`src/source/rvga_defs.svh`:
```
`ifndef RVGA_DEFS_SVH
`define RVGA_DEFS_SVH

// Data path and address width.
`define RVGA_XLEN 32

// Data memory depth in words. Keep this a power of two.
`define RVGA_DMEM_WORDS 256

// Cycles from a data memory request to its response, at least 1.
`define RVGA_DMEM_LAT 2

`endif

```
`src/source/rvga_pkg.sv`:
```
`include "rvga_defs.svh"

package rvga_types;

  typedef logic [`RVGA_XLEN-1:0] rvga_word;

  // RV32I major opcodes.
  typedef enum logic [6:0] {
    OP_NOP    = 7'b0000000, // Bubble.
    OP_LOAD   = 7'b0000011,
    OP_OPIMM  = 7'b0010011,
    OP_AUIPC  = 7'b0010111,
    OP_STORE  = 7'b0100011,
    OP_OP     = 7'b0110011,
    OP_LUI    = 7'b0110111,
    OP_BRANCH = 7'b1100011,
    OP_JALR   = 7'b1100111,
    OP_JAL    = 7'b1101111
  } rvga_opcode_e;

  // Load and store widths as encoded in funct3.
  typedef enum logic [2:0] {
    F3_B  = 3'b000,
    F3_H  = 3'b001,
    F3_W  = 3'b010,
    F3_BU = 3'b100,
    F3_HU = 3'b101
  } rvga_mem_f3_e;

  typedef enum logic {
    S_IDLE = 1'b0,
    S_WAIT = 1'b1 // Memory request outstanding.
  } rvga_mem_state_e;

  typedef struct packed {
    rvga_word     pc;
    rvga_opcode_e opcode;
    logic [4:0]   rs1;
    logic [4:0]   rs2;
    logic [4:0]   rd;
    logic [2:0]   funct3;
    logic [6:0]   funct7;
    logic         br_v;
    logic         rd_w_v;
    logic         imm_v;
    rvga_word     imm;
    rvga_word     rs1_data;
    rvga_word     rs2_data;
    rvga_word     alu_result; // Also the load or store address.
    rvga_word     br_tgt;
  } rvga_execute_cword;

  typedef struct packed {
    rvga_word     pc;
    rvga_opcode_e opcode;
    logic [4:0]   rs1;
    logic [4:0]   rs2;
    logic [4:0]   rd;
    logic [2:0]   funct3;
    logic [6:0]   funct7;
    logic         br_v;
    logic         rd_w_v;
    logic         imm_v;
    rvga_word     imm;
    rvga_word     rs1_data;
    rvga_word     rs2_data;
    rvga_word     alu_result;
    rvga_word     br_tgt;
    rvga_word     wb_data;
    logic         misalign_v;
  } rvga_memory_cword;

endpackage : rvga_types

```
`src/source/memory_ctl.sv`:
```
module memory_ctl import rvga_types::*;
  (input logic clk_i
   , input logic rst_n_i

   , input logic stall_v_i
   , input logic flush_v_i

   , input rvga_opcode_e opcode_i
   , input logic misalign_v_i

   , input logic dmem_resp_v_i
   , output logic dmem_r_v_o
   , output logic dmem_w_v_o

   , output logic mem_stall_o
   , output logic cword_w_v_o
   , output logic cmux_sel_o
   );

  rvga_mem_state_e state_r, state_n;
  logic flush_pend_r, flush_pend_n;
  logic load_v, store_v;

  // Misaligned accesses pass through without touching memory.
  assign load_v  = (opcode_i == OP_LOAD) & ~misalign_v_i;
  assign store_v = (opcode_i == OP_STORE) & ~misalign_v_i;

  assign mem_stall_o = (state_r == S_WAIT);

  always_comb begin
    state_n      = state_r;
    flush_pend_n = flush_pend_r;
    dmem_r_v_o   = 1'b0;
    dmem_w_v_o   = 1'b0;
    cword_w_v_o  = 1'b0;
    cmux_sel_o   = 1'b0;
    case (state_r)
      S_IDLE: begin
        if (flush_v_i) begin
          // Incoming word is killed before it can issue a request.
          cword_w_v_o = 1'b1;
          cmux_sel_o  = 1'b1;
        end else if (!stall_v_i) begin
          if (load_v | store_v) begin
            dmem_r_v_o = load_v;
            dmem_w_v_o = store_v;
            state_n    = S_WAIT;
          end else begin
            cword_w_v_o = 1'b1; // One cycle pass-through.
          end
        end
      end
      S_WAIT: begin
        if (dmem_resp_v_i) begin
          // The response is always captured, a flush only zeroes it.
          cword_w_v_o  = 1'b1;
          cmux_sel_o   = flush_v_i | flush_pend_r;
          flush_pend_n = 1'b0;
          state_n      = S_IDLE;
        end else if (flush_v_i) begin
          flush_pend_n = 1'b1; // Remembered until the response.
        end
      end
      default: begin
        state_n = S_IDLE;
      end
    endcase
  end

  always_ff @(posedge clk_i) begin
    if (!rst_n_i) begin
      state_r      <= S_IDLE;
      flush_pend_r <= 1'b0;
    end else begin
      state_r      <= state_n;
      flush_pend_r <= flush_pend_n;
    end
  end

endmodule : memory_ctl

```
`src/source/memory_dp.sv`:
```
module memory_dp import rvga_types::*;
  (input logic clk_i
   , input logic rst_n_i

   , input rvga_execute_cword cword_i

   , input rvga_word dmem_data_i
   , output rvga_word dmem_addr_o
   , output rvga_word dmem_data_o
   , output logic [3:0] dmem_be_o

   , output logic misalign_v_o
   , output rvga_word load_data_o
   );

  rvga_word addr;
  rvga_mem_f3_e f3;
  logic mem_op;
  logic [1:0] off_r;
  rvga_mem_f3_e f3_r;
  logic [7:0] byte_sel;
  logic [15:0] half_sel;

  assign addr   = cword_i.alu_result;
  assign f3     = rvga_mem_f3_e'(cword_i.funct3);
  assign mem_op = (cword_i.opcode == OP_LOAD) || (cword_i.opcode == OP_STORE);

  assign dmem_addr_o = addr & ~rvga_word'(3); // Word aligned.

  always_comb begin
    case (f3)
      F3_H, F3_HU: begin
        misalign_v_o = mem_op & addr[0];
      end
      F3_W: begin
        misalign_v_o = mem_op & (addr[1:0] != 2'b00);
      end
      default: begin
        misalign_v_o = 1'b0;
      end
    endcase
  end

  // Store data moves into the addressed lanes.
  always_comb begin
    case (f3)
      F3_B, F3_BU: begin
        dmem_be_o   = 4'b0001 << addr[1:0];
        dmem_data_o = rvga_word'(cword_i.rs2_data[7:0]) << {addr[1:0], 3'b000};
      end
      F3_H, F3_HU: begin
        dmem_be_o   = 4'b0011 << {addr[1], 1'b0};
        dmem_data_o = rvga_word'(cword_i.rs2_data[15:0]) << {addr[1], 4'b0000};
      end
      default: begin
        dmem_be_o   = 4'b1111;
        dmem_data_o = cword_i.rs2_data;
      end
    endcase
  end

  // The stage holds its source word during a wait,
  // so these still describe the request when the response comes.
  always_ff @(posedge clk_i) begin
    if (!rst_n_i) begin
      off_r <= 2'b00;
      f3_r  <= F3_W;
    end else begin
      off_r <= addr[1:0];
      f3_r  <= f3;
    end
  end

  assign byte_sel = dmem_data_i[{off_r, 3'b000} +: 8];
  assign half_sel = dmem_data_i[{off_r[1], 4'b0000} +: 16];

  always_comb begin
    case (f3_r)
      F3_B: begin
        load_data_o = {{24{byte_sel[7]}}, byte_sel};
      end
      F3_BU: begin
        load_data_o = {24'b0, byte_sel};
      end
      F3_H: begin
        load_data_o = {{16{half_sel[15]}}, half_sel};
      end
      F3_HU: begin
        load_data_o = {16'b0, half_sel};
      end
      default: begin
        load_data_o = dmem_data_i;
      end
    endcase
  end

endmodule : memory_dp

```
`src/source/memory_stage.sv`:
```
module memory_stage import rvga_types::*;
  (input logic clk_i
   , input logic rst_n_i

   , input logic stall_v_i
   , input logic flush_v_i

   , input rvga_execute_cword cword_i
   , output rvga_memory_cword cword_o

   , output logic dmem_r_v_o
   , output logic dmem_w_v_o
   , output rvga_word dmem_addr_o
   , output rvga_word dmem_data_o
   , output logic [3:0] dmem_be_o
   , input rvga_word dmem_data_i
   , input logic dmem_resp_v_i

   , output logic mem_stall_o
   , output logic br_v_o
   );

  logic cmux_sel;
  logic cword_w_v;
  logic misalign_v;
  rvga_word load_data;
  rvga_execute_cword hold_r, src;
  rvga_memory_cword cword_n, cword_r;

  memory_ctl ctl
    (.clk_i(clk_i)
     ,.rst_n_i(rst_n_i)
     ,.stall_v_i(stall_v_i)
     ,.flush_v_i(flush_v_i)
     ,.opcode_i(src.opcode)
     ,.misalign_v_i(misalign_v)
     ,.dmem_resp_v_i(dmem_resp_v_i)
     ,.dmem_r_v_o(dmem_r_v_o)
     ,.dmem_w_v_o(dmem_w_v_o)
     ,.mem_stall_o(mem_stall_o)
     ,.cword_w_v_o(cword_w_v)
     ,.cmux_sel_o(cmux_sel)
     );

  memory_dp dp
    (.clk_i(clk_i)
     ,.rst_n_i(rst_n_i)
     ,.cword_i(src)
     ,.dmem_data_i(dmem_data_i)
     ,.dmem_addr_o(dmem_addr_o)
     ,.dmem_data_o(dmem_data_o)
     ,.dmem_be_o(dmem_be_o)
     ,.misalign_v_o(misalign_v)
     ,.load_data_o(load_data)
     );

  // Upstream moves on after the request, so the memory op is kept here.
  always_ff @(posedge clk_i) begin
    if (dmem_r_v_o | dmem_w_v_o) begin
      hold_r <= cword_i;
    end
  end

  assign src = mem_stall_o ? hold_r : cword_i;

  always_comb begin
    cword_n.pc         = src.pc;
    cword_n.opcode     = src.opcode;
    cword_n.rs1        = src.rs1;
    cword_n.rs2        = src.rs2;
    cword_n.rd         = src.rd;
    cword_n.funct3     = src.funct3;
    cword_n.funct7     = src.funct7;
    cword_n.br_v       = src.br_v;
    cword_n.rd_w_v     = src.rd_w_v;
    cword_n.imm_v      = src.imm_v;
    cword_n.imm        = src.imm;
    cword_n.rs1_data   = src.rs1_data;
    cword_n.rs2_data   = src.rs2_data;
    cword_n.alu_result = src.alu_result;
    cword_n.br_tgt     = src.br_tgt;
    cword_n.misalign_v = misalign_v;
    if (mem_stall_o && (src.opcode == OP_LOAD)) begin
      cword_n.wb_data = load_data;
    end else begin
      cword_n.wb_data = src.alu_result;
    end
  end

  always_ff @(posedge clk_i) begin
    if (!rst_n_i) begin
      cword_r <= '0;
    end else if (cword_w_v) begin
      cword_r <= cmux_sel ? rvga_memory_cword'('0) : cword_n; // Flush gives a bubble.
    end
  end

  assign cword_o = cword_r;
  assign br_v_o  = cword_r.br_v;

endmodule : memory_stage

```
`config.mk`:
```
export PLATFORM = sky130hd
export DESIGN_NAME = memory_stage
export DESIGN_NICKNAME = d
export VERILOG_FILES = /design/src/source/rvga_pkg.sv /design/src/source/memory_ctl.sv /design/src/source/memory_dp.sv /design/src/source/memory_stage.sv
export VERILOG_INCLUDE_DIRS = /design/src /design/src/source
export SDC_FILE = /design/constraint.sdc
export NUM_CORES = 1
export LEC_CHECK = 0
export BUFFER_PORTS_ARGS = -buffer_cell sky130_fd_sc_hd__buf_2
export CAP_MARGIN = 20
export CORE_MARGIN = 8
export CORE_UTILIZATION = 40
export CTS_CLUSTER_SIZE = 30
export DETAILED_ROUTE_END_ITERATION = 10
export PLACE_DENSITY = 0.65
export SLEW_MARGIN = 20
export SYNTH_ARGS = -nofsm -noshare
export SYNTH_HDL_FRONTEND = slang
export SYNTH_HIERARCHICAL = 1
export SYNTH_SLANG_ARGS = --single-unit
export TNS_END_PERCENT = 50
```
`constraint.sdc`:
```
create_clock -name clk_i -period 8 [get_ports clk_i]
set_input_delay 2 -clock clk_i [delete_from_list [all_inputs] [get_ports clk_i]]
set_output_delay 2 -clock clk_i [all_outputs]
set_load 0.01 [all_outputs]
```
# Yosys cells after proc, flatten, opt, wreduce, memory -nomap -nowiden
# Index checks and enable logic that the tools add are counted.
[totals]
out_inout_bits = 332
elab_cells = 99
in_bits = 264
reg_bits = 494
[classes]
bitwise_logic = 9
n_shift = 6
eq_ne = 9
reduce_logical = 9
n_mux = 30
[ops]
columns = ["cell", "n"]
rows = [
  ["$mux 260", 1],
  ["$mux 227", 1],
  ["$pmux 32 s4", 1],
  ["$pmux 32 s2", 1],
  ["$mux 32", 1],
  ["$shiftx 32x6->16", 1],
  ["$shiftx 32x6->8", 1],
  ["$shl 16x5->32", 1],
  ["$shl 8x5->32", 1],
  ["$mux 1", 20],
  ["$eq 3x3->1 const B", 4],
  ["$pmux 1 s2", 4],
  ["$pmux 4 s2", 1],
  ["$eq 7x2->1 const B", 1],
  ["$eq 7x6->1 const B", 1],
  ["$eq 3x1->1 const B", 2],
  ["$logic_not 3->1", 2],
  ["$and 1x1->1", 4],
  ["$reduce_bool 2->1", 2],
  ["$reduce_or 2->1", 2],
  ["$shl 1x2->4 const A", 1],
  ["$shl 2x2->4 const A", 1],
  ["$eq 3x2->1 const B", 1],
  ["$or 1x1->1", 3],
  ["4 further kinds", 5],
]

# Logic depth before layout (Yosys ltp)
[logic_depth]
ltp_word = 13
ltp_mapped = 16
mapped_depth_nobuf = 11

# Hierarchy
# Netlist, hierarchy kept.
[modules_own_cells]
columns = ["module", "area_per_inst_um2", "cells_each", "n_inst", "seq_area_each_um2"]
rows = [
  ["memory_stage", 20029.2, 1657, 1, 12021.5],
  ["memory_dp", 1545.2, 242, 1, 100.1],
  ["memory_ctl", 161.4, 20, 1, 40.0],
]

# Worst setup path before layout
# OpenSTA, ideal clock, no wires.
[synth_path]
path_kind = "input to register"
from = "input port cword_i[171] (netlist bit)"
to = "register hold_r[0] (netlist bit) (enable)"
stages = 10
setup_time_ps = 493
n_path_buf = 2
t_required_ps = 7507
arrival_time_ps = 6207
slack_ps = 1299
cell_sequence = "mux2_2 > clkbuf_1 > clkbuf_1 > nor2_1 > a21oi_1 > nor2_1 > nor4_4 > nand4b_2 > nor2_1 > or2_2"
[synth_rtl]
columns = ["element", "line", "rtl"]
rows = [
  ["start, declared", "memory_stage.sv:8", ", input rvga_execute_cword cword_i"],
  ["end signal, assigned", "memory_stage.sv:60", "hold_r <= cword_i;"],
  ["end, declared", "memory_stage.sv:27", "rvga_execute_cword hold_r, src;"],
]

==> metrics.md <==
| Metric | Value |
|---|---|
| Synth Flop Type | `dfxtp_1` |
| Die height | `249.1 µm` |
| CORE AREA | `53,810 µm²` |
| Largest stage delay, worst path | `0.73 ns` |
| Area grow syn2layout | `23.09%` |
| Hpwl dp | `49.63 mm` |
| RSZ-0062 raised after global routing | `false` |
| Flop pwr share | `0.471` |
| Post-synth ARST share | `0` |
| R2R Path Start | `ctl/mem_stall_o` |
| Place WS | `2.031 ns` |
| Wire per inst | `22.35 µm` |
| Post-DRT Antenna Nets | `0` |
| Die area | `62,060 µm²` |
| Synth top cells by count | `nor2b_1, a21oi_1, dfxtp_1, mux2_2, edfxtp_1` |
| Seq cells post-synth | `494` |
| Synthesized area | `21,740 µm²` |
| Worst skew pair latency | `0.61 ns` |
| Syn Area/Cell | `11.33 µm²` |
| Max Freq | `166.2 MHz` |
| Top cell by count, worst path | `buf_2` |
| RR Endpoint | `cword_o[134]` |
| Comb power frac | `0.097` |
| Worst Skew | `0.01985 ns` |
| Final Cycle Share | `0.7522` |
| CTS buffer count | `54` |
| Crit. path cell count | `6` |
| Status | `complete, no violations` |
| Final setup vio count | `0` |
| PwrDens | `216.9 nW/µm²` |
| Netlist cell types | `49` |
| Delay-heaviest family, CP | `simple AND/OR/NAND/NOR gates` |
| Post-synth EDFFs | `227` |
| CTS tree | `done` |
| Vias in the first global route | `16,560` |
| Clock power share | `0.431` |
| Routed wire length | `70.82 mm` |
| Worst Path Required | `6.00 ns` |
| Rel. slew slack | `0.2627` |
| GPL Wtd Cong | `0.9241` |
| Setup TNS | `0 ns` |
| Remaining Overflow, GRT | `0` |
| Layout cells sized above 1 | `0.3972` |
| Synth Warn # | `6` |
| CP startpoint kind | `input pin` |
| Tot Pwr | `5.804 mW` |
| # Max-Cap Violations | `0` |
| Cell count after synthesis | `1,919` |
| Ports | `596` |
| Sw Pwr | `1.398 mW` |
| Final Hold Vio Count | `0` |
| Clk sink count | `494` |
| Fin. max-slew vios | `0` |
| Pleak | `10.45 nW` |
| Routed vias/inst | `5.173` |
| Clock Path Buffers | `3` |
| Crit-path slowest cell | `nor2b_1` |
| Top-count cell post-synth | `nor2b_1` |
| CTS root buf | `clkbuf_16` |
| Worst Tran Pin Value | `1.106 ns` |
| Total GRT Usage | `0.2156` |
| Top-area cell type share of the netlist area | `0.3136` |
| Hold path depth | `2` |
| WP buf/inv | `2` |
| DRC Markers | `0` |
| CTS clk-pin slew, worst paths | `0.06 ns` |
| Initial antenna violation count | `21` |
| Top area cells in the synthesized netlist | `edfxtp_1, dfxtp_1, nor2b_1` |
| HP Class | `flip-flop to flip-flop` |
| Area leader, netlist | `edfxtp_1` |
| Post-cts resize count | `0` |
| Initial drt markers | `1,154` |
| VDD IR max | `0.1624 mV` |
| FF-to-FF path depth | `13` |
| Die Wd | `249.1 µm` |
| Internal | `4.405 mW` |
| Crit path launch | `cword_i[170]` |
| Worst setup margin | `1.982 ns` |
| Arrival time worst endpoint | `4.02 ns` |
| DRT Pass-1 Iters | `7` |
| Period minus WS final | `6.018 ns` |
| Worst R2R Setup Slack | `2.88 ns` |
| PortBufs | `593` |
| CP endpoint | `dmem_data_o[12]` |
| CP Max Fanout | `14` |
| H-tree depth | `2` |
| Crit path cell chain | `buf_2, mux2_2, nor2b_1, a22oi_1, o21ai_0, buf_2` |
| Seq/Total Area, Yosys | `0.5595` |
| Placement row count | `85` |
| Hold Buf Count CTS | `0` |
| Initial core utilization | `0.4039` |
| Post-CTS Setup Inserts | `0` |
| CP endpoint kind | `output port` |
| Largest net degree at the start of global routing | `116` |
| Nets | `2,680` |
| Global-route wire length before repair | `106.0 mm` |
| Vias | `16,390` |
| Sw Ratio | `0.2409` |
| Critical Setup Path Class | `input pin to output port` |
-- area by class of cell --
type	count	area, µm²
repair buffers	613	3169
flip-flops and latches	494	12170
well taps	696	870.8
inverters	6	22.52
clock inverters	24	226.5
fillers	4930	27060
multi-input cells	1247	8712
clock buffers	78	1563
diodes	10	25.02
-- routing by layer --
metal,track usage,share of wire,vias up,wire (µm)
met5,0,0.0017,-,122
met4,0.07091,0.026,20,1838
met3,0.06936,0.087,122,6145
met2,0.3556,0.48,657,33770
met1,0.2657,0.41,7916,28940
li1,-,-,7672,-
-- flip-flops by register name, summed over array words and instances, names as in the netlist --
signal and cells:
br_v_o 1, ctl/flush_pend_r 1, ctl/mem_stall_o 1, cword_o 259, dp/f3_r 3, dp/off_r 2, hold_r 227
-- placed cells by master, fill, tap and decap left out, types with 6 or more instances in the layout --
cell | netlist | final
buf_2 | 53 | 592
nor2b_1 | 465 | 464
a21oi_1 | 271 | 271
dfxtp_1 | 267 | 266
mux2_2 | 229 | 229
edfxtp_1 | 227 | 227
nand2_1 | 90 | 90
clkbuf_16 | 0 | 55
o31ai_1 | 32 | 32
nor3_2 | 31 | 31
o21ai_0 | 22 | 21
buf_4 | 34 | 16
a22o_1 | 15 | 15
a211oi_1 | 14 | 14
clkbuf_1 | 76 | 13
nor2_1 | 13 | 13
and2_1 | 12 | 12
clkinv_2 | 0 | 11
diode_2 | 0 | 10
clkbuf_8 | 0 | 10
a22oi_1 | 9 | 9
mux2i_1 | 8 | 8
inv_1 | 6 | 6
-- metrics by stage --
stage	instance area [µm²]	hold WS (ns)	utilization	cells
6_report	26750	0.4516	0.4972	3168
5_1_grt	26750	0.4789	0.4970	3165
4_1_cts	26710	0.4488	0.4964	3157
3_5_place_dp	24930	0.4353	0.4632	3055
3_3_place_gp	24930	0.4310	0.4632	3055
2_1_floorplan	21740	0.4371	-	1920
-- worst reg2reg max path, stage by stage, from the launching register on --
cell and delay, ns:
dfxtp_4 0.80, buf_4 0.61, mux2_2 0.48, nor4_1 0.25, o2111ai_1 0.14, nor2_1 0.25
nor4_4 0.07, a211o_2 0.32, o21ai_4 0.06, buf_4 0.75, buf_4 0.92, nor2b_1 0.15
a21oi_1 0.17, nor2b_1 0.07
-- logic make-up after synthesis --
kind of cell | Yosys count | share of synthesized area
other cells | 1 | 0.0001725
compound gates | 376 | 0.09815
buf+inv | 179 | 0.04162
mux | 238 | 0.1230
simple gates | 631 | 0.1775
flops | 494 | 0.5595
-- power groups by stage --
| stage | Clock [mW] | Combinational, mW | Sequential (mW) |
|---|---|---|---|
| 6_report | 2.50 | 0.565 | 2.74 |
| 5_1_grt | 2.65 | 0.612 | 2.74 |
| 4_1_cts | 2.57 | 0.569 | 2.73 |
| 3_5_place_dp | 0 | 0.567 | 2.79 |
| 3_3_place_gp | 0 | 0.557 | 2.79 |
| 2_1_floorplan | 0 | 0.295 | 2.81 |
-- worst min path at each step --
stage                        to        startpoint
2_1_floorplan  ctl/flush_pend_r  ctl/flush_pend_r
4_1_cts             cword_o[13]       cword_o[13]
5_1_grt              cword_o[2]        cword_o[2]
3_5_place_dp        cword_o[13]       cword_o[13]
6_report            cword_o[13]       cword_o[13]
3_3_place_gp        cword_o[27]       cword_o[27]
Note: power is estimated with default switching activity, not from simulation.
